<file path="config.mk">
export PLATFORM = sky130hd
export DESIGN_NAME = vec_lane
export DESIGN_NICKNAME = d
export VERILOG_FILES = /design/src/vec_pkg.sv /design/src/vec_lane.sv
export VERILOG_INCLUDE_DIRS = /design/src
export SDC_FILE = /design/constraint.sdc
export NUM_CORES = 2
export LEC_CHECK = 0
export ABC_AREA = 1
export BUFFER_PORTS_ARGS = -buffer_cell sky130_fd_sc_hd__buf_2
export CAP_MARGIN = 20
export CORE_MARGIN = 2
export CORE_UTILIZATION = 27
export CTS_BUF_LIST = sky130_fd_sc_hd__clkbuf_4 sky130_fd_sc_hd__clkbuf_8 sky130_fd_sc_hd__clkbuf_16
export DETAILED_ROUTE_END_ITERATION = 7
export PLACE_DENSITY = 0.39
export SYNTH_ARGS = -nofsm -noshare
export SYNTH_HDL_FRONTEND = slang
export SYNTH_SLANG_ARGS = --single-unit
</file>
<file path="constraint.sdc">
create_clock -name clk_i -period 13.8 [get_ports clk_i]
set_input_delay 2.76 -clock clk_i [delete_from_list [all_inputs] [get_ports clk_i]]
set_output_delay 2.76 -clock clk_i [all_outputs]
set_load 0.005 [all_outputs]
</file>
<file path="src/vec_consts.svh">
/*
 * Vector unit sizing macros: lane count, register length, element width
 * and vector register count
 */

`ifndef VEC_CONSTS_SVH
`define VEC_CONSTS_SVH

// Lanes in the default build
`define VEC_NR_LANES 4

// Vector register length in bits
`define VEC_VLEN 256

// Element width in bits
`define VEC_ELEN 32

// Architectural vector registers
`define VEC_NR_VREGS 8

`endif

</file>
<file path="src/vec_pkg.sv">
/*
 * Vector unit types: opcodes, lane sequencer states,
 * host request, lane issue and response structs
 */

`include "vec_consts.svh"

package vec_pkg;

  // Integer vector opcodes
  typedef enum logic [2:0] {
    OP_VADD    = 3'd0,
    OP_VSUB    = 3'd1,
    OP_VAND    = 3'd2,
    OP_VOR     = 3'd3,
    OP_VXOR    = 3'd4,
    OP_VMVVX   = 3'd5,  // broadcast scalar into vd
    OP_VID     = 3'd6,  // element index plus scalar
    OP_VREDSUM = 3'd7
  } vec_op_e;

  typedef logic [$clog2(`VEC_NR_VREGS)-1:0] vreg_idx_t;
  typedef logic [`VEC_ELEN-1:0]             elem_t;

  // Host request
  typedef struct packed {
    vec_op_e   op;
    vreg_idx_t vd;
    vreg_idx_t vs1;
    vreg_idx_t vs2;
    elem_t     scalar;
  } vec_req_t;

  // Decoded instruction broadcast to every lane
  typedef struct packed {
    vec_op_e   op;
    vreg_idx_t vd;
    vreg_idx_t vs1;
    vreg_idx_t vs2;
    elem_t     scalar;
    logic      writes_vd;
  } lane_issue_t;

  typedef struct packed {
    vec_op_e op;
    elem_t   data;
  } vec_resp_t;

  typedef enum logic {
    LANE_IDLE = 1'b0,
    LANE_BUSY = 1'b1
  } lane_state_e;

endpackage : vec_pkg

</file>
<file path="src/vec_lane.sv">
/*
 * Execute stage: one lane with its vector register slice,
 * element sequencer, integer ALU and partial sum
 */

`timescale 1ns/1ns

`include "vec_consts.svh"

module vec_lane #(
    parameter int unsigned NrLanes = `VEC_NR_LANES,
    parameter int unsigned LaneId  = 0
  ) (
    input  logic                 clk_i,
    input  logic                 rst_i,
    // Issue from the dispatcher
    input  logic                 issue_valid_i,
    input  vec_pkg::lane_issue_t issue_i,
    output logic                 ready_o,
    // Completion towards the result unit
    output logic                 done_o,
    output vec_pkg::elem_t       sum_o
  );

  localparam int unsigned ElemsPerLane = `VEC_VLEN / (`VEC_ELEN * NrLanes);
  localparam int unsigned CntW         = (ElemsPerLane > 1) ? $clog2(ElemsPerLane) : 1;

  vec_pkg::lane_state_e state_q;
  vec_pkg::lane_issue_t insn_q;
  logic [CntW-1:0]      cnt_q;
  logic                 last_elem;
  vec_pkg::elem_t       sum_q;

  // Element k of the slice is global element k*NrLanes + LaneId
  vec_pkg::elem_t       vrf_q [`VEC_NR_VREGS][ElemsPerLane];

  vec_pkg::elem_t       op_a;
  vec_pkg::elem_t       op_b;
  vec_pkg::elem_t       elem_idx;
  vec_pkg::elem_t       alu_res;
  logic                 vrf_we;

  ////////////////////////////////////////////////////////////////////////////
  // Sequencer
  ////////////////////////////////////////////////////////////////////////////

  assign ready_o   = (state_q == vec_pkg::LANE_IDLE);
  assign last_elem = (cnt_q == CntW'(ElemsPerLane - 1));

  always_ff @(posedge clk_i) begin
    if (rst_i) begin
      state_q <= vec_pkg::LANE_IDLE;
      insn_q  <= '0;
      cnt_q   <= '0;
      sum_q   <= '0;
    end else begin
      case (state_q)
        vec_pkg::LANE_IDLE: begin
          if (issue_valid_i) begin
            state_q <= vec_pkg::LANE_BUSY;
            insn_q  <= issue_i;
            cnt_q   <= '0;
            sum_q   <= '0;
          end
        end
        vec_pkg::LANE_BUSY: begin
          sum_q <= sum_o;
          cnt_q <= cnt_q + 1'b1;
          if (last_elem) begin
            state_q          <= vec_pkg::LANE_IDLE;
            // Write flag retires with the instruction
            insn_q.writes_vd <= 1'b0;
          end
        end
        default: state_q <= vec_pkg::LANE_IDLE;
      endcase
    end
  end

  ////////////////////////////////////////////////////////////////////////////
  // ALU
  ////////////////////////////////////////////////////////////////////////////

  assign op_a     = vrf_q[insn_q.vs1][cnt_q];
  assign op_b     = vrf_q[insn_q.vs2][cnt_q];
  assign elem_idx = vec_pkg::elem_t'(cnt_q) * vec_pkg::elem_t'(NrLanes)
                  + vec_pkg::elem_t'(LaneId);

  always_comb begin
    case (insn_q.op)
      // vd = vs2 - vs1
      vec_pkg::OP_VSUB:  alu_res = op_b - op_a;
      vec_pkg::OP_VAND:  alu_res = op_b & op_a;
      vec_pkg::OP_VOR:   alu_res = op_b | op_a;
      vec_pkg::OP_VXOR:  alu_res = op_b ^ op_a;
      vec_pkg::OP_VMVVX: alu_res = insn_q.scalar;
      vec_pkg::OP_VID:   alu_res = elem_idx + insn_q.scalar;
      default:           alu_res = op_b + op_a;
    endcase
  end

  assign vrf_we = insn_q.writes_vd;

  always_ff @(posedge clk_i) begin
    if (rst_i) begin
      vrf_q <= '{default: '0};
    end else if (vrf_we) begin
      vrf_q[insn_q.vd][cnt_q] <= alu_res;
    end
  end

  // Partial sum of vs2 is complete in the last busy cycle
  assign sum_o  = sum_q + op_b;
  assign done_o = (state_q == vec_pkg::LANE_BUSY) & last_elem;

  ////////////////////////////////////////////////////////////////////////////
  // Assertions
  ////////////////////////////////////////////////////////////////////////////

  // Register slice only changes while an instruction runs
  a_no_idle_write : assert property (
    @(posedge clk_i) disable iff (rst_i)
    vrf_we |-> state_q == vec_pkg::LANE_BUSY
  );

  // Done is a single pulse that ends the busy phase
  a_done_pulse : assert property (
    @(posedge clk_i) disable iff (rst_i)
    done_o |-> state_q == vec_pkg::LANE_BUSY ##1 (state_q == vec_pkg::LANE_IDLE && !done_o)
  );

endmodule : vec_lane

</file>
==> qor.csv <==
metric,value,unit
fin_worst_skew,0.0236,ns
slowest_stage,dfxtp_4,
clock_latency,0.68,ns
cap_violations,0,
placed_area,40700,um^2
firstDrtPassIters,8,
endpoint_kind,output pin,
grt-ovfl-total,0,
grt_pass1_wl,255000,um
clock_sinks,591,
leakagePower,20.1,nW
grt_pass1_vias,37100,
gp_congestion,0.946,
die_y,385,um
syn_avg_cell_area,6.33,um^2
yosysTopAreaCell,dfxtp_1,
maxSlewHeadroom,23.4,%
finalSetupViolCount,0,
fin_area,43300,um^2
crit_arrival,5.70,ns
layout_common_cells,"inv_1, nand2_1, a21oi_1",
routed_wl,174000,um
cp_cell_sequence,buf_12 -> o21ai_0 -> a21oi_1 -> o221ai_1 -> nand2_1 -> inv_1 -> ha_1 -> nand2_1 -> inv_1 -> a21oi_1 -> o21ai_0 -> a21boi_0 -> o21bai_1 -> nand2_1 -> o21ai_0 -> xor2_1 -> buf_2,
worstPathRequired,11.04,ns
crit_type,register to output pin,
drive_above_1_share,7.25,%
synth.yosys.seq_area_share,30.2,%
hold_class,register to register,
drt-vias-per-instance,5.04,
final_common_cell,inv_1,
r2r_slack,6.25,ns
crit_path_max_fanout,189,
grt_max_degree,190,
root_buffer,clkbuf_16,
holdBufCountCts,0,
netlist_instances,6189,
cp_slowest_stage_delay,0.75,ns
h-tree-depth,3,
yosysTopAreaCellShare,30.2,%
async_flop_share,0,%
synth_top_flop_cell,dfxtp_1,
die_area,148000,um^2
yosys_register_bits,591,
report.final.slew_viol_count,0,
post_cts_buffers,0,
rsz0062_at_grt,no,
min_period_over_period,61.3,%
final.setup.tns,0,ns
synthesis.area,39200,um^2
num-nets-final,6174,
antenna_found_initial,2,
numCtsBuffers,77,
die_w,385,um
fin_crit,8.46,ns
yosys_warnings,0,
place.detailed.hpwl,109000,um
yosysUniqueCellTypes,55,
clk_path_buf_depth,3,
tightest_slew,1.13,ns
hold_violations,0,
detail-route-antenna-nets,0,
clk_pin_slew,0.06,ns
core_area,144000,um^2
ios,82,
fp-row-count,139,
power,5.77,mW
vias,40100,
fmax,118,MHz
wl_per_cell,21.9,um
cts-resized-gates,0,
cts_tree,built,
start_util,27.3,%
ir_worst_vdd,0.0914,mV
syn-num-nets,6374,
initialDrtViolationCount,3279,
whs,0.470,ns
crit_path_start_kind,register,
port_buffers,81,
ys_top_cells_by_area,"dfxtp_1, inv_1, a21oi_1, nand2_1, o21ai_0",
synth_edf_count,0,
grtUsageTotal,23.0,%
outcome,completed,
fin_util,30.1,%
area_growth,10.5,%
power_density,133,nW/um^2
drc_errors,0,
==> routing by layer <==
metal / up-vias / share of wire, % / wire [um] / track usage, %
met2: 1037 / 45 / 77700 / 36.6
met1: 19100 / 48 / 83700 / 32.6
met5: - / 0 / 0 / 0
li1: 19800 / - / - / -
met4: 0 / 2.5 / 4390 / 6.01
met3: 162 / 4.8 / 8450 / 2.64
==> power breakdown <==
part | internal [mW] | total (mW) | switching (mW)
clock network | 1.23 | 2.09 | 0.855
logic | 0.465 | 1.89 | 1.43
registers | 1.75 | 1.79 | 0.0459
total | 3.45 | 5.77 | 2.33
==> path summary, 6_finish.rpt <==
path                                  from         end  depth (start not counted)
worst max-delay path            insn_q[33]   sum_o[24]                         17
worst min-delay path              sum_q[0]    sum_q[0]                          2
worst max register to register  insn_q[36]  vrf_q[411]                         25
worst min register to register    sum_q[0]    sum_q[0]                          2
==> state kept, by name (all words and copies together) (netlist names) <==
| signal | count |
|---|---|
| cnt_q | 1 |
| insn_q | 44 |
| state_q | 1 |
| sum_q | 32 |
| vrf_q | 512 |
| vrf_we | 1 |
==> through the flow <==
stage,worst slack (ns),std cells
after floorplan,7.14,6189
after global placement,6.07,7813
after detailed placement,5.99,7813
after CTS,5.23,7948
after global routing,4.70,7948
final,5.34,7949
==> cell usage after synthesis (4+ instances only) <==
cell / n
o2111ai_1: 9
o311ai_0: 5
or2_2: 7
inv_1: 1096
nand3_1: 635
nor4_1: 6
xnor2_1: 20
a211oi_1: 5
buf_1: 31
o21bai_1: 7
xor2_1: 63
inv_2: 10
nand2_2: 23
nand4_1: 16
nor3_1: 28
buf_2: 60
nand2_1: 969
o21a_1: 6
clkinv_1: 19
a221oi_1: 23
o221ai_1: 34
a21oi_1: 808
nand3b_1: 4
clkbuf_1: 298
dfxtp_1: 591
ha_1: 135
nor2_1: 262
buf_6: 43
buf_4: 14
o211ai_1: 173
nor2_2: 11
a21o_1: 7
o21ai_1: 31
a21boi_0: 4
a31oi_1: 10
o31ai_1: 4
o21ai_0: 685
nand3_2: 11
==> critical path, delay by kind of cell, from the launching register on <==
family	cells	cell delay, ns
xor+xnor	1	0.21
simple gates	3	0.60
compound gates	8	1.77
fa+ha+maj	1	0.41
flops	1	0.75
buf+inv	4	1.04
==> cell families (layout without fill, tap and decap cells) <==
| family | Yosys count | after routing | share of synthesized area, % |
|---|---|---|---|
| simple gates | 1984 | 1984 | 21.9 |
| compound gates | 1818 | 1818 | 25.3 |
| buf+inv | 1576 | 1432 | 16.3 |
| flops | 591 | 591 | 30.2 |
| fa+ha+maj | 137 | 137 | 4.41 |
| xor+xnor | 83 | 83 | 1.85 |
| other cells | 0 | 1 | 0 |
==> area by class of cell <==
| class | instances | area, um^2 |
|---|---|---|
| fill | 16000 | 101000 |
| inverter | 1127 | 4260 |
| clock buffer | 118 | 2400 |
| clock inverter | 17 | 163 |
| multi-input combinational | 4022 | 21100 |
| tap | 1903 | 2380 |
| antenna | 1 | 2.50 |
| sequential | 591 | 11900 |
| timing repair buffer | 170 | 1130 |
Note: power is estimated with default switching activity, not from simulation.
