### config.mk
export PLATFORM = sky130hd
export DESIGN_NAME = vec_result
export DESIGN_NICKNAME = d
export VERILOG_FILES = /design/src/vec_pkg.sv /design/src/vec_result.sv
export VERILOG_INCLUDE_DIRS = /design/src
export SDC_FILE = /design/constraint.sdc
export NUM_CORES = 1
export LEC_CHECK = 0
export ABC_AREA = 1
export BUFFER_PORTS_ARGS = -buffer_cell sky130_fd_sc_hd__buf_2
export CAP_MARGIN = 20
export CORE_ASPECT_RATIO = 0.8
export CORE_MARGIN = 1.5
export CORE_UTILIZATION = 48
export CTS_BUF_LIST = sky130_fd_sc_hd__clkbuf_8
export CTS_CLUSTER_DIAMETER = 150
export CTS_CLUSTER_SIZE = 10
export DETAILED_ROUTE_END_ITERATION = 10
export PLACE_DENSITY_LB_ADDON = 0.05
export SYNTH_ARGS = -nofsm -noshare
export SYNTH_HDL_FRONTEND = slang
export SYNTH_SLANG_ARGS = --single-unit
### constraint.sdc
create_clock -name clk_i -period 1.4 [get_ports clk_i]
set_clock_uncertainty 0.05 [all_clocks]
set_input_delay 0.14 -clock clk_i [delete_from_list [all_inputs] [get_ports clk_i]]
set_output_delay 0.14 -clock clk_i [all_outputs]
set_load 0.02 [all_outputs]
### src/vec_consts.svh
/*
 * Vector unit sizing macros: lane count, register length, element width
 * and vector register count
 */

`ifndef VEC_CONSTS_SVH
`define VEC_CONSTS_SVH

// Lanes in the default build
`define VEC_NR_LANES 4

// Vector register length in bits
`define VEC_VLEN 256

// Element width in bits
`define VEC_ELEN 32

// Architectural vector registers
`define VEC_NR_VREGS 8

`endif

### src/vec_pkg.sv
/*
 * Vector unit types: opcodes, lane sequencer states,
 * host request, lane issue and response structs
 */

`include "vec_consts.svh"

package vec_pkg;

  // Integer vector opcodes
  typedef enum logic [2:0] {
    OP_VADD    = 3'd0,
    OP_VSUB    = 3'd1,
    OP_VAND    = 3'd2,
    OP_VOR     = 3'd3,
    OP_VXOR    = 3'd4,
    OP_VMVVX   = 3'd5,  // broadcast scalar into vd
    OP_VID     = 3'd6,  // element index plus scalar
    OP_VREDSUM = 3'd7
  } vec_op_e;

  typedef logic [$clog2(`VEC_NR_VREGS)-1:0] vreg_idx_t;
  typedef logic [`VEC_ELEN-1:0]             elem_t;

  // Host request
  typedef struct packed {
    vec_op_e   op;
    vreg_idx_t vd;
    vreg_idx_t vs1;
    vreg_idx_t vs2;
    elem_t     scalar;
  } vec_req_t;

  // Decoded instruction broadcast to every lane
  typedef struct packed {
    vec_op_e   op;
    vreg_idx_t vd;
    vreg_idx_t vs1;
    vreg_idx_t vs2;
    elem_t     scalar;
    logic      writes_vd;
  } lane_issue_t;

  typedef struct packed {
    vec_op_e op;
    elem_t   data;
  } vec_resp_t;

  typedef enum logic {
    LANE_IDLE = 1'b0,
    LANE_BUSY = 1'b1
  } lane_state_e;

endpackage : vec_pkg

### src/vec_result.sv
/*
 * Result stage: in-order op queue, lane completion join,
 * partial sum reduction and response register
 */

`timescale 1ns/1ns

module vec_result #(
    parameter int unsigned NrLanes = 1
  ) (
    input  logic                                clk_i,
    input  logic                                rst_i,
    // From the dispatcher
    input  logic                                issue_fire_i,
    input  vec_pkg::vec_op_e                    issue_op_i,
    // From the lanes
    input  logic                  [NrLanes-1:0] lane_done_i,
    input  vec_pkg::elem_t        [NrLanes-1:0] lane_sum_i,
    // Host response
    output logic                                resp_valid_o,
    output vec_pkg::vec_resp_t                  resp_o
  );

  vec_pkg::vec_op_e   op_q [2];
  logic [1:0]         q_cnt_q;
  logic               all_done;
  vec_pkg::elem_t     acc_next;

  ////////////////////////////////////////////////////////////////////////////
  // Completion join
  ////////////////////////////////////////////////////////////////////////////

  // Lanes run in lock step and report done in the same cycle
  always_comb begin
    all_done = &lane_done_i;
    acc_next = '0;
    for (int i = 0; i < NrLanes; i++) begin
      acc_next = acc_next + lane_sum_i[i];
    end
  end

  always_ff @(posedge clk_i) begin
    if (rst_i) begin
      resp_valid_o <= 1'b0;
      resp_o       <= '0;
    end else begin
      resp_valid_o <= all_done;
      if (all_done) begin
        resp_o.op   <= op_q[0];
        resp_o.data <= (op_q[0] == vec_pkg::OP_VREDSUM) ? acc_next : '0;
      end
    end
  end

  ////////////////////////////////////////////////////////////////////////////
  // Op queue with the oldest entry at index 0
  ////////////////////////////////////////////////////////////////////////////

  always_ff @(posedge clk_i) begin
    if (rst_i) begin
      q_cnt_q <= '0;
      op_q[0] <= vec_pkg::OP_VADD;
      op_q[1] <= vec_pkg::OP_VADD;
    end else begin
      case ({issue_fire_i, all_done})
        2'b10: begin
          op_q[q_cnt_q[0]] <= issue_op_i;
          q_cnt_q          <= q_cnt_q + 2'd1;
        end
        2'b01: begin
          op_q[0] <= op_q[1];
          q_cnt_q <= q_cnt_q - 2'd1;
        end
        2'b11: begin
          op_q[0] <= (q_cnt_q == 2'd1) ? issue_op_i : op_q[1];
          op_q[1] <= issue_op_i;
        end
        default: begin
          q_cnt_q <= q_cnt_q;
        end
      endcase
    end
  end

  // A lane can only finish an instruction that was issued
  a_done_has_op : assert property (
    @(posedge clk_i) disable iff (rst_i)
    |lane_done_i |-> q_cnt_q != 2'd0
  );

endmodule : vec_result

==> flow_summary.ini, run 1 <==
[floorplanning]
die_area_sq_um = 3900
ioPinCount = 75
core_sq_um = 3400
num_rows = 19
start_util_pct = 49.9
die_x_um = 69.4
die_height_um = 56.2

[worst_setup_path]
end_kind = flop
r2r-start = q_cnt_q[0]
cp_max_fo = 6
crit_family = simple AND/OR/NAND/NOR gates
crit_path_end = op_q[0][2]
path_buf_inv = 0
cp.depth = 6
crit_chain = ha_1 -> nand3_1 -> nand2_1 -> nand2_1 -> nand2_1 -> nor2_1
cp_data_required_time_ps = 1400
arrival_ps = 1270
critical_path_class = reg2reg
r2r_end = op_q[0][2]
reg2reg_slack_ps = 130
reg2reg_depth = 6
crit_start = q_cnt_q[0]
cp_slowest_cell = dfxtp_1
slowest_delay_ps = 390
startpoint_type = flop
path_common_cell = nand2_1

[hold_path]
hp-class = in2reg
holdPathStages = 3

[routing]
first_pass_iters = 4
wl_per_cell_um = 10.7
vias = 1501
antenna_left = 0
drc_errors = 0
routed_wl_um = 3460
routed_via_density = 4.63
initialDrtViolationCount = 46

[timing]
rsz0062_at_grt = false
timing.final.crit_period_ps = 1270
finalSetupViolCount = 0
fin_crit_sh_pct = 91.0
maxSlewHeadroom_pct = 76.2
hold_viol_final = 0
worst_slack_ps = 126
fmax_mhz = 785
finalSetupTns_ps = 0
worst_pin_slew_ps = 357
drv_slew = 0

[clock_tree]
cts_buffers = 5
cts_buffer_depth = 2
cts_tree = built
clk_pin_slew_ps = 80
clock-root-buffer = clkbuf_8
clock_latency_ps = 290
cts_setup_buffers = 0
cts_hold_buf = 0
clock_sinks = 44
cts.htree.levels = 2
post_cts_resized = 0

[placement]
dp_hpwl_um = 2480
dp_cells = 316
place_ws_ps = 112
globalplace.congestion = 0.804
port_buffers = 74

[power_and_ir_drop]
powerDensity_nw_per_um2 = 1140
leakage_nw = 1.02
ir_drop_mv = 0.644
finalPower_mw = 2.49

[run_status]
status = finished clean

[yosys]
syn_avg_cell_area_sq_um = 8.27
synth_fa_ha_area_share_pct = 2.95
syn_nets = 248
synth_top_cell_by_area = dfxtp_1
async_flop_share_pct = 0
syn_area_sq_um = 1700
yosys_warnings = 0
synth_top_family_by_area = simple AND/OR/NAND/NOR gates
synthXorXnorAreaFrac_pct = 1.03
muxShareOfSynthArea_pct = 0
yosys-top-cells-area = dfxtp_1 (45%), nand2_1 (16%), edfxtp_1 (11%), a21oi_1 (10%), nor2_1 (3.8%)
ys_ff_latch = 44
synth_cells = 205
synthSimpleGateAreaFrac_pct = 22.8
synth_top_area_share_pct = 44.9
synth_commonest_cells = nand2_1 (71), dfxtp_1 (38), a21oi_1 (34)
ys.flop_type = dfxtp_1
synth_edf_count = 6
synth_compound_area_share_pct = 11.7
yosysMostFrequentCell = nand2_1
ys_seq_area_share_pct = 55.5
yosysUniqueCellTypes = 17

[global_routing]
antenna_found_initial = 0
grt_pass1_wl_um = 5990
overflow = 0
grt_max_degree = 37
grt_usage_pct = 19.3
first_global_vias = 1375

[final_layout]
fin_util_pct = 64.6
drive_gt1_share_pct = 32.6
synthToLayoutAreaGrowth_pct = 29.4
layout.nets = 324
finalNonFillerCells = 324
antennaDiodeCount = 0

[job]
drv_cap = 0
[registers in the layout (all words and copies together), names as in the netlist]
| register | count |
|---|---|
| op_q | 6 |
| q_cnt_q | 2 |
| resp_valid_o | 1 |
| resp_o | 35 |
[final cells by class]
class | count | area [sq um]
Fill cell | 335 | 1200
Sequential cell | 44 | 941
Multi-Input combinational cell | 142 | 652
Timing Repair Buffer | 79 | 408
Clock buffer | 5 | 68.8
Tap cell | 42 | 52.6
Clock inverter | 3 | 38.8
Inverter | 9 | 33.8
[worst min-delay path, stage by stage]
cell     delay, ps
buf_2           90
nand2_1         50
a21oi_1         50
[metrics by stage]
step / instance area, sq um / hold WS (ps)
5_1_grt: 2190 / 24.8
2_1_floorplan: 1700 / 227
6_report: 2190 / 35.5
3_3_place_gp: 2090 / 343
4_1_cts: 2190 / 29.9
3_5_place_dp: 2090 / 347
[worst min path at each step]
stage,slack [ps],end,start
3_5_place_dp,350,resp_o[8],lane_sum_i[8]
2_1_floorplan,230,resp_o[14],lane_sum_i[14]
4_1_cts,30,resp_o[1],lane_sum_i[1]
5_1_grt,20,resp_o[1],lane_sum_i[1]
3_3_place_gp,340,resp_o[1],lane_sum_i[1]
6_report,40,resp_o[30],lane_sum_i[30]
[routing by layer]
metal | up-vias | GRT usage, % | share of wire, %
met5 | - | 0 | 0
met4 | 0 | 8.40 | 1.4
met3 | 7 | 5.62 | 7.3
met2 | 50 | 30.6 | 44
met1 | 641 | 24.5 | 47
li1 | 803 | - | -
[placed cells by master, fill, tap and decap left out]
master and n:
buf_2 74, nand2_1 71, dfxtp_1 38, a21oi_1 34, nor2_1 17, inv_1 9, edfxtp_1 6, clkbuf_8 5
buf_4 5, nand3_1 4, o21ai_0 4, nand2_2 4, ha_1 4, o21a_1 1, inv_2 1, nor2_4 1
xnor2_1 1, xor2_1 1, clkinv_2 1, bufinv_16 1
[where the power goes]
group	switching (mW)	leakage, nW	internal, mW
Sequential	0.0179	0.372	1.32
Combinational	0.133	0.585	0.0959
Clock	0.405	0.0593	0.522
Total	0.556	1.02	1.94
[cells by family (layout without fill, tap and decap cells)]
kind of cell | Yosys count | after routing
fa+ha+maj | 4 | 4
buf+inv | 19 | 96
xor+xnor | 2 | 2
simple gates | 97 | 97
flops | 44 | 44
compound gates | 39 | 39
(Power assumes the default switching activity.)
==> run 2, diff against run 1 <==
Settings changed: TNS_END_PERCENT set to 10.
Clock period 1.4 ns to 1.3 ns, I/O delays scaled along.
==> run 2 against run 1 <==
Effect of this change: combinational power is 10% higher; hold slack lost 9.1 ps; critical endpoint unchanged; clock power rose by 10%; critical path type unchanged; global-route usage fell by 1.4 points; power up 8.8%; flip-flop and latch count unchanged; clock-buffer cell count stayed put.
==> flow_summary.ini, run 2 (synthesis gave the netlist of run 1 again) <==
[global_routing]
grt_usage_pct = 17.9
grt_max_degree = 37
antenna_found_initial = 0
first_global_vias = 1285
overflow = 0
grt_pass1_wl_um = 5580

[final_layout]
largest-register = resp_o
layout.nets = 325
antennaDiodeCount = 0
multi_input_area_sq_um = 654
synthToLayoutAreaGrowth_pct = 31.7
fin_util_pct = 65.7
largestRegisters = resp_o (35), op_q (6), q_cnt_q (2)
fillers = 311
finalNonFillerCells = 325
largest_register_ffs = 35
seqCellArea_sq_um = 941
drive_gt1_share_pct = 33.6
mostFrequentLayoutCells = buf_2 (74), nand2_1 (70), dfxtp_1 (38)
final_common_cell = buf_2

[clock_tree]
cts_tree = built
clock-root-buffer = clkbuf_8
cts_buffers = 5
cts.htree.levels = 2
clk_pin_slew_ps = 80
clock_latency_ps = 290
cts_buffer_depth = 2
clock_sinks = 44

[timing]
whs_ps = 26.4
timing.final.crit_period_ps = 1220
finalSetupViolCount = 0
worst_pin_slew_ps = 365
hold_viol_final = 0
maxSlewHeadroom_pct = 75.6
fmax_mhz = 822
drv_slew = 0
fin_crit_sh_pct = 93.6

[worst_setup_path]
path_buf_inv = 0
r2r-start = q_cnt_q[0]
cp_data_required_time_ps = 1300
end_kind = flop
r2r_end = op_q[0][2]
crit_chain = ha_1 -> nand3_1 -> nand2_2 -> nand2_1 -> nand2_1 -> nor2_1
critical_path_class = reg2reg
cp_max_fo = 6
startpoint_type = flop
cp_slowest_cell = dfxtp_1
crit_family = flip-flops
path_common_cell = nand2_1
arrival_ps = 1220
reg2reg_slack_ps = 80
reg2reg_depth = 6
slowest_delay_ps = 390

[floorplanning]
num_rows = 19
start_util_pct = 49.9
die_area_sq_um = 3900
core_sq_um = 3400
die_height_um = 56.2
ioPinCount = 75
die_x_um = 69.4

[power_and_ir_drop]
ir_drop_mv = 0.808
leakage_nw = 1.03
powerDensity_nw_per_um2 = 1220

[hold_path]
min_from = lane_sum_i[6]
holdPathStages = 3
whs_endpoint = resp_o[6]
hp-class = in2reg

[routing]
routed_wl_um = 3430
wl_per_cell_um = 10.5
routed_via_density = 4.63
vias = 1504
first_pass_iters = 4
drc_errors = 0
initialDrtViolationCount = 67
antenna_left = 0

[placement]
port_buffers = 74
dp_hpwl_um = 2370
dp_cells = 317
globalplace.congestion = 0.849

[run_status]
status = finished clean

[job]
drv_cap = 0
run 2: worst min-delay path, stage by stage:
cell and delay, ps:
buf_2 90, nand2_1 50, a21oi_1 50
run 2: what timing repair did:
item                       CTS  global route
hold buffers                 0             0
setup buffers                0             0
setup endpoints to repair    0             3
gates resized for setup      0             1
run 2: layer usage:
metal,track usage (%),wire length [um],vias up
met5,0,0,-
met2,26.9,1440,54
li1,-,-,800
met4,5.88,35,0
met3,5.98,286,5
met1,24.2,1670,645
run 2: how the worst max path moves through the flow:
stage | startpoint | end | slack [ps] | cells after the start
after floorplan | lane_done_i | op_q[0][0] | 30 | 8
after global placement | issue_fire_i | op_q[0][2] | 60 | 7
after detailed placement | issue_fire_i | op_q[0][2] | 30 | 7
after CTS | q_cnt_q[0] | op_q[0][2] | 40 | 6
after global routing | q_cnt_q[0] | op_q[0][1] | -10 | 6
final | q_cnt_q[0] | op_q[0][2] | 80 | 6
run 2: stage by stage:
step | TNS (ps) | instance area (sq um) | power [mW] | worst slack, ps
global placement | 0 | 2120 | 1.72 | 61.1
floorplan | 0 | 1700 | 1.62 | 27.1
global route | -22.3 | 2230 | 2.84 | -9.76
CTS | 0 | 2230 | 2.74 | 41.8
detailed placement | 0 | 2120 | 1.72 | 30.6
finish | 0 | 2230 | 2.71 | 83.0
run 2: layout make-up:
cell class	instances	share of cell area (%)
clock buffer	5	3.08
clock inverter	3	1.85
inverter	9	1.51
multi-input combinational	142	29.3
sequential	44	42.2
tap	42	2.35
timing repair buffer	80	19.7
run 2: power breakdown:
part	leakage, nW	internal [mW]	switching, mW
clock network	0.0585	0.570	0.450
logic	0.595	0.107	0.146
registers	0.372	1.42	0.0194
