`config.mk`:
```
export PLATFORM = sky130hd
export DESIGN_NAME = vec_dispatcher
export DESIGN_NICKNAME = d
export VERILOG_FILES = /design/src/vec_pkg.sv /design/src/vec_dispatcher.sv
export VERILOG_INCLUDE_DIRS = /design/src
export SDC_FILE = /design/constraint.sdc
export NUM_CORES = 1
export LEC_CHECK = 0
export BUFFER_PORTS_ARGS = -buffer_cell sky130_fd_sc_hd__buf_4
export CAP_MARGIN = 40
export CORE_AREA = 2 2 70 72
export CTS_CLUSTER_DIAMETER = 40
export CTS_CLUSTER_SIZE = 10
export DETAILED_ROUTE_END_ITERATION = 7
export DIE_AREA = 0 0 72 74
export PLACE_DENSITY_LB_ADDON = 0.25
export SETUP_SLACK_MARGIN = 0.02
export SLEW_MARGIN = 40
export SYNTH_ARGS = -nofsm -noshare
export SYNTH_HDL_FRONTEND = slang
export SYNTH_SLANG_ARGS = --single-unit
```
`constraint.sdc`:
```
create_clock -name clk_i -period 1.5 [get_ports clk_i]
set_input_delay 0.225 -clock clk_i [delete_from_list [all_inputs] [get_ports clk_i]]
set_output_delay 0.225 -clock clk_i [all_outputs]
set_load 0.005 [all_outputs]
```
`src/vec_consts.svh`:
```
/*
 * Vector unit sizing macros: lane count, register length, element width
 * and vector register count
 */

`ifndef VEC_CONSTS_SVH
`define VEC_CONSTS_SVH

// Lanes in the default build
`define VEC_NR_LANES 4

// Vector register length in bits
`define VEC_VLEN 256

// Element width in bits
`define VEC_ELEN 32

// Architectural vector registers
`define VEC_NR_VREGS 8

`endif

```
`src/vec_pkg.sv`:
```
/*
 * Vector unit types: opcodes, lane sequencer states,
 * host request, lane issue and response structs
 */

`include "vec_consts.svh"

package vec_pkg;

  // Integer vector opcodes
  typedef enum logic [2:0] {
    OP_VADD    = 3'd0,
    OP_VSUB    = 3'd1,
    OP_VAND    = 3'd2,
    OP_VOR     = 3'd3,
    OP_VXOR    = 3'd4,
    OP_VMVVX   = 3'd5,  // broadcast scalar into vd
    OP_VID     = 3'd6,  // element index plus scalar
    OP_VREDSUM = 3'd7
  } vec_op_e;

  typedef logic [$clog2(`VEC_NR_VREGS)-1:0] vreg_idx_t;
  typedef logic [`VEC_ELEN-1:0]             elem_t;

  // Host request
  typedef struct packed {
    vec_op_e   op;
    vreg_idx_t vd;
    vreg_idx_t vs1;
    vreg_idx_t vs2;
    elem_t     scalar;
  } vec_req_t;

  // Decoded instruction broadcast to every lane
  typedef struct packed {
    vec_op_e   op;
    vreg_idx_t vd;
    vreg_idx_t vs1;
    vreg_idx_t vs2;
    elem_t     scalar;
    logic      writes_vd;
  } lane_issue_t;

  typedef struct packed {
    vec_op_e op;
    elem_t   data;
  } vec_resp_t;

  typedef enum logic {
    LANE_IDLE = 1'b0,
    LANE_BUSY = 1'b1
  } lane_state_e;

endpackage : vec_pkg

```
`src/vec_dispatcher.sv`:
```
/*
 * Decode stage: host request handshake, opcode decode and
 * a single holding register issuing to all lanes
 */

`timescale 1ns/1ns

module vec_dispatcher #(
    parameter int unsigned NrLanes = 1
  ) (
    input  logic                  clk_i,
    input  logic                  rst_i,
    // Host request channel
    input  logic                  req_valid_i,
    output logic                  req_ready_o,
    input  vec_pkg::vec_req_t     req_i,
    // Issue to the lanes
    output logic                  issue_valid_o,
    output vec_pkg::lane_issue_t  issue_o,
    input  logic    [NrLanes-1:0] lanes_ready_i,
    output logic                  issue_fire_o,
    // Op handed to the result unit
    output vec_pkg::vec_op_e      issue_op_o
  );

  ////////////////////////////////////////////////////////////////////////////
  // Decode
  ////////////////////////////////////////////////////////////////////////////

  vec_pkg::lane_issue_t req_dec;
  vec_pkg::lane_issue_t hold_q;
  logic                 hold_valid_q;
  logic                 req_fire;

  always_comb begin
    req_dec.op     = req_i.op;
    req_dec.vd     = req_i.vd;
    req_dec.vs1    = req_i.vs1;
    req_dec.vs2    = req_i.vs2;
    req_dec.scalar = req_i.scalar;
    // Reduction only produces a scalar
    req_dec.writes_vd = (req_i.op != vec_pkg::OP_VREDSUM);
  end

  ////////////////////////////////////////////////////////////////////////////
  // Holding register
  ////////////////////////////////////////////////////////////////////////////

  // Every lane must take the instruction in the same cycle
  assign issue_fire_o = hold_valid_q & (&lanes_ready_i);
  assign req_ready_o  = ~hold_valid_q | issue_fire_o;
  assign req_fire     = req_valid_i & req_ready_o;

  always_ff @(posedge clk_i) begin
    if (rst_i) begin
      hold_valid_q <= 1'b0;
      hold_q       <= '0;
    end else begin
      if (req_fire) begin
        hold_valid_q <= 1'b1;
        hold_q       <= req_dec;
      end else if (issue_fire_o) begin
        hold_valid_q <= 1'b0;
      end
    end
  end

  assign issue_valid_o = hold_valid_q;
  assign issue_o       = hold_q;
  assign issue_op_o    = hold_q.op;

  ////////////////////////////////////////////////////////////////////////////
  // Assertions
  ////////////////////////////////////////////////////////////////////////////

  // Stalled issue keeps its payload until all lanes take it
  a_issue_stable : assert property (
    @(posedge clk_i) disable iff (rst_i)
    issue_valid_o && !issue_fire_o |=> issue_valid_o && $stable(issue_o)
  );

endmodule : vec_dispatcher

```
==> results.py, run 1 <==
metrics = {
    "drt": {
        "drt_wl_total_um": 5200,
        "wl_per_cell_um": 14.6,
        "postRouteAntennaNets": 0,
        "vias_per_cell": 5.36,
        "first_pass_iters": 4,
        "drt_iter0_markers": 103,
        "drc": 0,
        "vias": 1909,
    },
    "clock_network": {
        "cts_tree": "yes",
        "worst_skew_pair.late_latency_ps": 290,
        "clockRootBuffer": "clkbuf_8",
        "htree_levels": 2,
        "clk_pin_slew_ps": 90,
        "cts-buffers-inserted": 5,
        "cts.sinks": 46,
        "clock_path_buffers": 2,
        "holdBufCountCts": 0,
    },
    "synth": {
        "synth_compound_area_share_pct": 26.8,
        "synth_mux_area_share_pct": 0,
        "synthCells": 213,
        "synth_cell_types": 18,
        "synth-seq-area-share_pct": 45.8,
        "yosys.area_share.simple_pct": 17.2,
        "syn-cell-area_um2": 2010,
        "ys_ff_latch": 46,
        "synth_xor_area_share_pct": 0,
        "synth_top_family_by_area": "compound AO/OA/AOI/OAI gates",
        "synth_warnings": 0,
        "synth.avg_cell_area_um2": 9.43,
        "syn-num-nets": 261,
        "post_synth_fa_ha_maj_area_fraction_pct": 0,
    },
    "pwr": {
        "p_leak_uw": 0.00121,
        "ir_drop_uv": 581,
        "power_density_nw_per_um2": 953,
    },
    "sta": {
        "finalHoldViolCount": 0,
        "tightest_slew_ps": 334,
        "setup_violations": 0,
        "rsz0062_at_grt": "no",
        "finalCritPeriodShare_pct": 92.6,
        "fmax_ghz": 0.720,
        "fin_tns_setup_ps": 0,
        "fin_crit_ps": 1390,
        "fin_skew_ps": 6.55,
        "slew_headroom_pct": 77.7,
        "final_max_slew_viol_count": 0,
    },
    "worst_setup_path": {
        "worstReg2RegStart": "issue_valid_o",
        "path_class": "reg2out",
        "startpoint_type": "flop",
        "critPathMaxFanout": 12,
        "crit_required_ps": 1270,
        "r2r_cells": 4,
        "rrSetupSlack_ps": 250,
        "crit_path_top_delay_cell": "dfxtp_1",
        "path_cells": "nor2b_4 -> clkinv_8 -> buf_4",
        "crit_buf_inv": 2,
        "worst_path_largest_cell_delay_ps": 340,
        "cp.depth": 3,
        "cp-end-kind": "output pin",
        "cp.arrival_ps": 1160,
        "cp_top_family": "flip-flops",
        "worst_r2r_endpoint": "issue_o[23]",
    },
    "layout": {
        "nNetsFinal": 349,
        "n_antenna_cell": 0,
        "layout_common_cells": "104 x buf_4, 46 x dfxtp_1, 44 x o21ai_0",
        "drive_above_1_share_pct": 52.6,
        "fin_util_pct": 61.8,
        "syn_to_final_growth_pct": 41.3,
        "final_common_cell": "buf_4",
    },
    "min_path": {
        "min_path_type": "in2reg",
        "hp-start": "req_i[5]",
        "whs_path_depth": 3,
        "worstHoldEndpoint": "issue_o[6]",
    },
    "global_routing": {
        "antenna_found_initial": 0,
        "grt_first_pass_wirelength_um": 8090,
        "grt_usage_pct": 19.0,
        "grt_start_max_net_pins": 49,
        "overflow": 0,
        "grt_pass1_vias": 1775,
    },
    "die": {
        "rows": 25,
        "dieWidth_um": 72,
        "num_io_pins": 99,
        "die_y_um": 74,
        "start_util_pct": 43.7,
        "die_area_um2": 5330,
        "core_um2": 4600,
    },
    "place": {
        "place_hpwl_um": 3280,
        "io_buffers": 98,
        "gp_congestion": 0.723,
    },
    "flow_run": {
        "drv_cap": 0,
    },
    "status": {
        "status": "finished clean",
    },
}
-- how the worst max path moves through the flow --
stage,start,to,slack [ps]
2_1_floorplan,issue_valid_o,issue_o[14],380
3_3_place_gp,issue_valid_o,issue_o[0],310
3_5_place_dp,issue_valid_o,issue_o[0],290
4_1_cts,issue_valid_o,req_ready_o,60
5_1_grt,issue_valid_o,req_ready_o,30
6_report,issue_valid_o,req_ready_o,110
-- synth_stat cells --
| cell type | count | area (µm²) |
|---|---|---|
| buf_4 | 5 | 37.5 |
| and2_1 | 1 | 6.26 |
| a21oi_2 | 21 | 184 |
| inv_1 | 1 | 3.75 |
| a311oi_1 | 1 | 8.76 |
| a21oi_1 | 25 | 125 |
| clkbuf_1 | 5 | 18.8 |
| and3_1 | 1 | 6.26 |
| inv_6 | 1 | 8.76 |
| buf_2 | 12 | 60.1 |
| nand3_2 | 20 | 200 |
| buf_1 | 1 | 3.75 |
| o21ai_0 | 44 | 220 |
| buf_12 | 3 | 60.1 |
| nor2b_4 | 1 | 13.8 |
| dfxtp_1 | 46 | 921 |
| buf_6 | 1 | 11.3 |
| nand3_1 | 24 | 120 |
-- cell type report --
type / count / area (µm²)
clock buffer: 5 / 68.8
clock inverter: 3 / 40.0
fill: 444 / 1760
inverter: 2 / 20.0
multi-input combinational: 138 / 885
sequential: 46 / 921
tap: 54 / 67.6
timing repair buffer: 106 / 821
timing repair inverter: 2 / 17.5
-- stage by stage --
stage / hold WS, ps / cell area [µm²] / power (µW) / std cells / worst slack [ps]
after detailed placement: 467 / 2690 / 1830 / 344 / 293
final: 170 / 2840 / 2710 / 356 / 111
after floorplan: 356 / 2010 / 1590 / 213 / 377
after global routing: 162 / 2840 / 2850 / 356 / 32.4
after CTS: 158 / 2800 / 2730 / 352 / 57.9
after global placement: 461 / 2690 / 1830 / 344 / 314
-- power by group --
| part | total [µW] | switching, µW | internal (µW) | leakage (µW) |
|---|---|---|---|---|
| clock | 896 | 405 | 491 | 0.0000579 |
| sequential | 1330 | 35.6 | 1290 | 0.000379 |
| combinational | 483 | 225 | 259 | 0.000776 |
| total | 2710 | 665 | 2040 | 0.00121 |
-- routing by layer --
| metal | global-route usage [%] | share of wire, % | routed length (µm) |
|---|---|---|---|
| met1 | 22.8 | 42 | 2170 |
| met2 | 32.1 | 47 | 2420 |
| met3 | 7.59 | 11 | 572 |
| met4 | 5.03 | 0.64 | 33 |
| met5 | 0 | 0 | 0 |
-- sequential cells by signal, summed over array words and instances, names as in the netlist --
name           cells
issue_valid_o      1
issue_o           42
issue_op_o         3
-- repair_timing --
action / in CTS / in global routing
gates resized for setup: 1 / 1
pin swaps: 0 / 0
buffers inserted: 0 / 2
cloned: 0 / 2
setup endpoints to repair: 1 / 1
-- cells by family (layout without fill, tap and decap cells) --
group                  after synthesis  after routing
buffers and inverters               29            118
AND/OR/NAND/NOR                     47             47
flip-flops                          46             46
AO/OA/AOI/OAI                       91             91
-- worst min-delay path, stage by stage --
cell     delay, ps
buf_4          110
nand3_2         50
a21oi_2         40
Power figures use the tool's default switching activity.
==> run 2, diff against run 1 <==
GPL_TIMING_DRIVEN = 0   (was default)
MAX_ROUTING_LAYER = met4   (was default)
==> results.py, run 2 (synthesis gave the netlist of run 1 again) <==
metrics = {
    "sta": {
        "slew_headroom_pct": 70.4,
        "fmax_ghz": 0.743,
        "finalCritPeriodShare_pct": 89.8,
        "final_max_slew_viol_count": 0,
        "fin_tns_setup_ps": 0,
        "finalHoldViolCount": 0,
        "fin_skew_ps": 8.28,
        "fin_crit_ps": 1350,
        "tightest_slew_ps": 443,
        "setup_violations": 0,
        "rsz0062_at_grt": "no",
    },
    "place": {
        "io_buffers": 97,
        "gp_congestion": 0.778,
        "place_inst": 364,
        "place_hpwl_um": 3650,
    },
    "min_path": {
        "whs_path_depth": 3,
        "min_path_type": "in2reg",
        "hp-start": "req_i[18]",
        "worstHoldEndpoint": "issue_o[19]",
    },
    "clock_network": {
        "cts.sinks": 46,
        "clk_pin_slew_ps": 80,
        "cts_tree": "yes",
        "holdBufCountCts": 0,
        "clock_path_buffers": 2,
        "post_cts_buffers": 0,
        "cts-buffers-inserted": 5,
        "worst_skew_pair.late_latency_ps": 300,
        "htree_levels": 2,
        "clockRootBuffer": "clkbuf_8",
        "cts_resized": 1,
    },
    "layout": {
        "drive_above_1_share_pct": 53.0,
        "largest_register_ffs": 42,
        "regArea_um2": 922,
        "layout_common_cells": "102 x buf_4, 45 x dfxtp_1, 44 x o21ai_0",
        "nNetsFinal": 364,
        "n_antenna_cell": 0,
        "syn_to_final_growth_pct": 44.0,
        "multi_input_comb_area_um2": 885,
        "fin_util_pct": 62.9,
        "fill_cells": 422,
        "stdcell_count": 371,
        "final_common_cell": "buf_4",
    },
    "drt": {
        "drt_wl_total_um": 5190,
        "drt_iter0_markers": 103,
        "first_pass_iters": 4,
        "drc": 0,
        "vias": 1920,
        "wl_per_cell_um": 14.0,
        "postRouteAntennaNets": 0,
        "vias_per_cell": 5.18,
    },
    "global_routing": {
        "grt_first_pass_wirelength_um": 8430,
        "overflow": 0,
        "antenna_found_initial": 0,
        "grt_start_max_net_pins": 14,
        "grt_pass1_vias": 1853,
        "grt_usage_pct": 20.8,
    },
    "die": {
        "die_y_um": 74,
        "die_area_um2": 5330,
        "num_io_pins": 99,
        "rows": 25,
        "core_um2": 4600,
        "start_util_pct": 43.7,
        "dieWidth_um": 72,
    },
    "worst_setup_path": {
        "worst_r2r_endpoint": "issue_o[21]",
        "rrSetupSlack_ps": 250,
        "worstReg2RegStart": "issue_valid_o",
        "cp.arrival_ps": 1120,
        "cp-end-kind": "output pin",
        "path_cells": "nor2b_4 -> buf_6 -> inv_6 -> buf_4",
        "worst_path_largest_cell_delay_ps": 350,
        "path_class": "reg2out",
        "crit_path_top_delay_cell": "dfxtp_2",
        "startpoint_type": "flop",
        "critPathMaxFanout": 12,
        "crit_required_ps": 1270,
        "r2r_cells": 7,
    },
    "pwr": {
        "p_leak_uw": 0.00126,
        "power_density_nw_per_um2": 901,
        "power.total_uw": 2610,
        "ir_drop_uv": 556,
    },
    "flow_run": {
        "drv_cap": 0,
    },
    "status": {
        "status": "finished clean",
    },
}
==> run 2: routing by layer <==
metal / up-vias / part of all wire [%] / global-route usage, % / wire length (µm)
li1: 960 / - / - / -
met1: 875 / 46 / 26.9 / 2370
met2: 78 / 44 / 31.7 / 2280
met3: 7 / 8.8 / 5.01 / 455
met4: 0 / 1.5 / 8.18 / 76
met5: - / 0 / - / 0
==> run 2: area by class of cell <==
cell class	instances	share of cell area (%)
well taps	54	2.34
plain buffers	26	6.44
inverters	2	0.433
clock buffers	7	2.98
clock inverters	1	0.173
multi-input cells	138	30.6
flip-flops and latches	46	31.9
repair buffers	97	25.2
==> run 2: worst max path at each step <==
stage                             start          end  slack [ps]  cells after the start
final                     issue_valid_o  req_ready_o         150                      4
after global routing      issue_valid_o  req_ready_o          80                      4
after CTS                 issue_valid_o  req_ready_o         140                      4
after detailed placement    req_valid_i  issue_o[21]         200                      5
after global placement      req_valid_i   issue_o[6]         190                      5
after floorplan           issue_valid_o  issue_o[14]         380                      7
==> run 2: per-stage QoR <==
step | hold slack [ps] | worst slack (ps) | instance area (µm²)
after floorplan | 356 | 377 | 2010
after global placement | 461 | 192 | 2810
after detailed placement | 466 | 195 | 2810
after CTS | 160 | 143 | 2890
after global routing | 160 | 84.7 | 2890
final | 168 | 153 | 2890
==> run 2: power by group <==
| group | total (µW) | switching (µW) | leakage (µW) | internal (µW) |
|---|---|---|---|---|
| clock | 779 | 407 | 0.0000482 | 372 |
| combinational | 498 | 225 | 0.000830 | 273 |
| sequential | 1330 | 34.8 | 0.000379 | 1290 |
==> run 2: worst max-delay path, delay by kind of cell (launching register included) <==
| family | cells | cell delay (ps) |
|---|---|---|
| buf+inv | 3 | 340 |
| flops | 1 | 350 |
| simple gates | 1 | 140 |
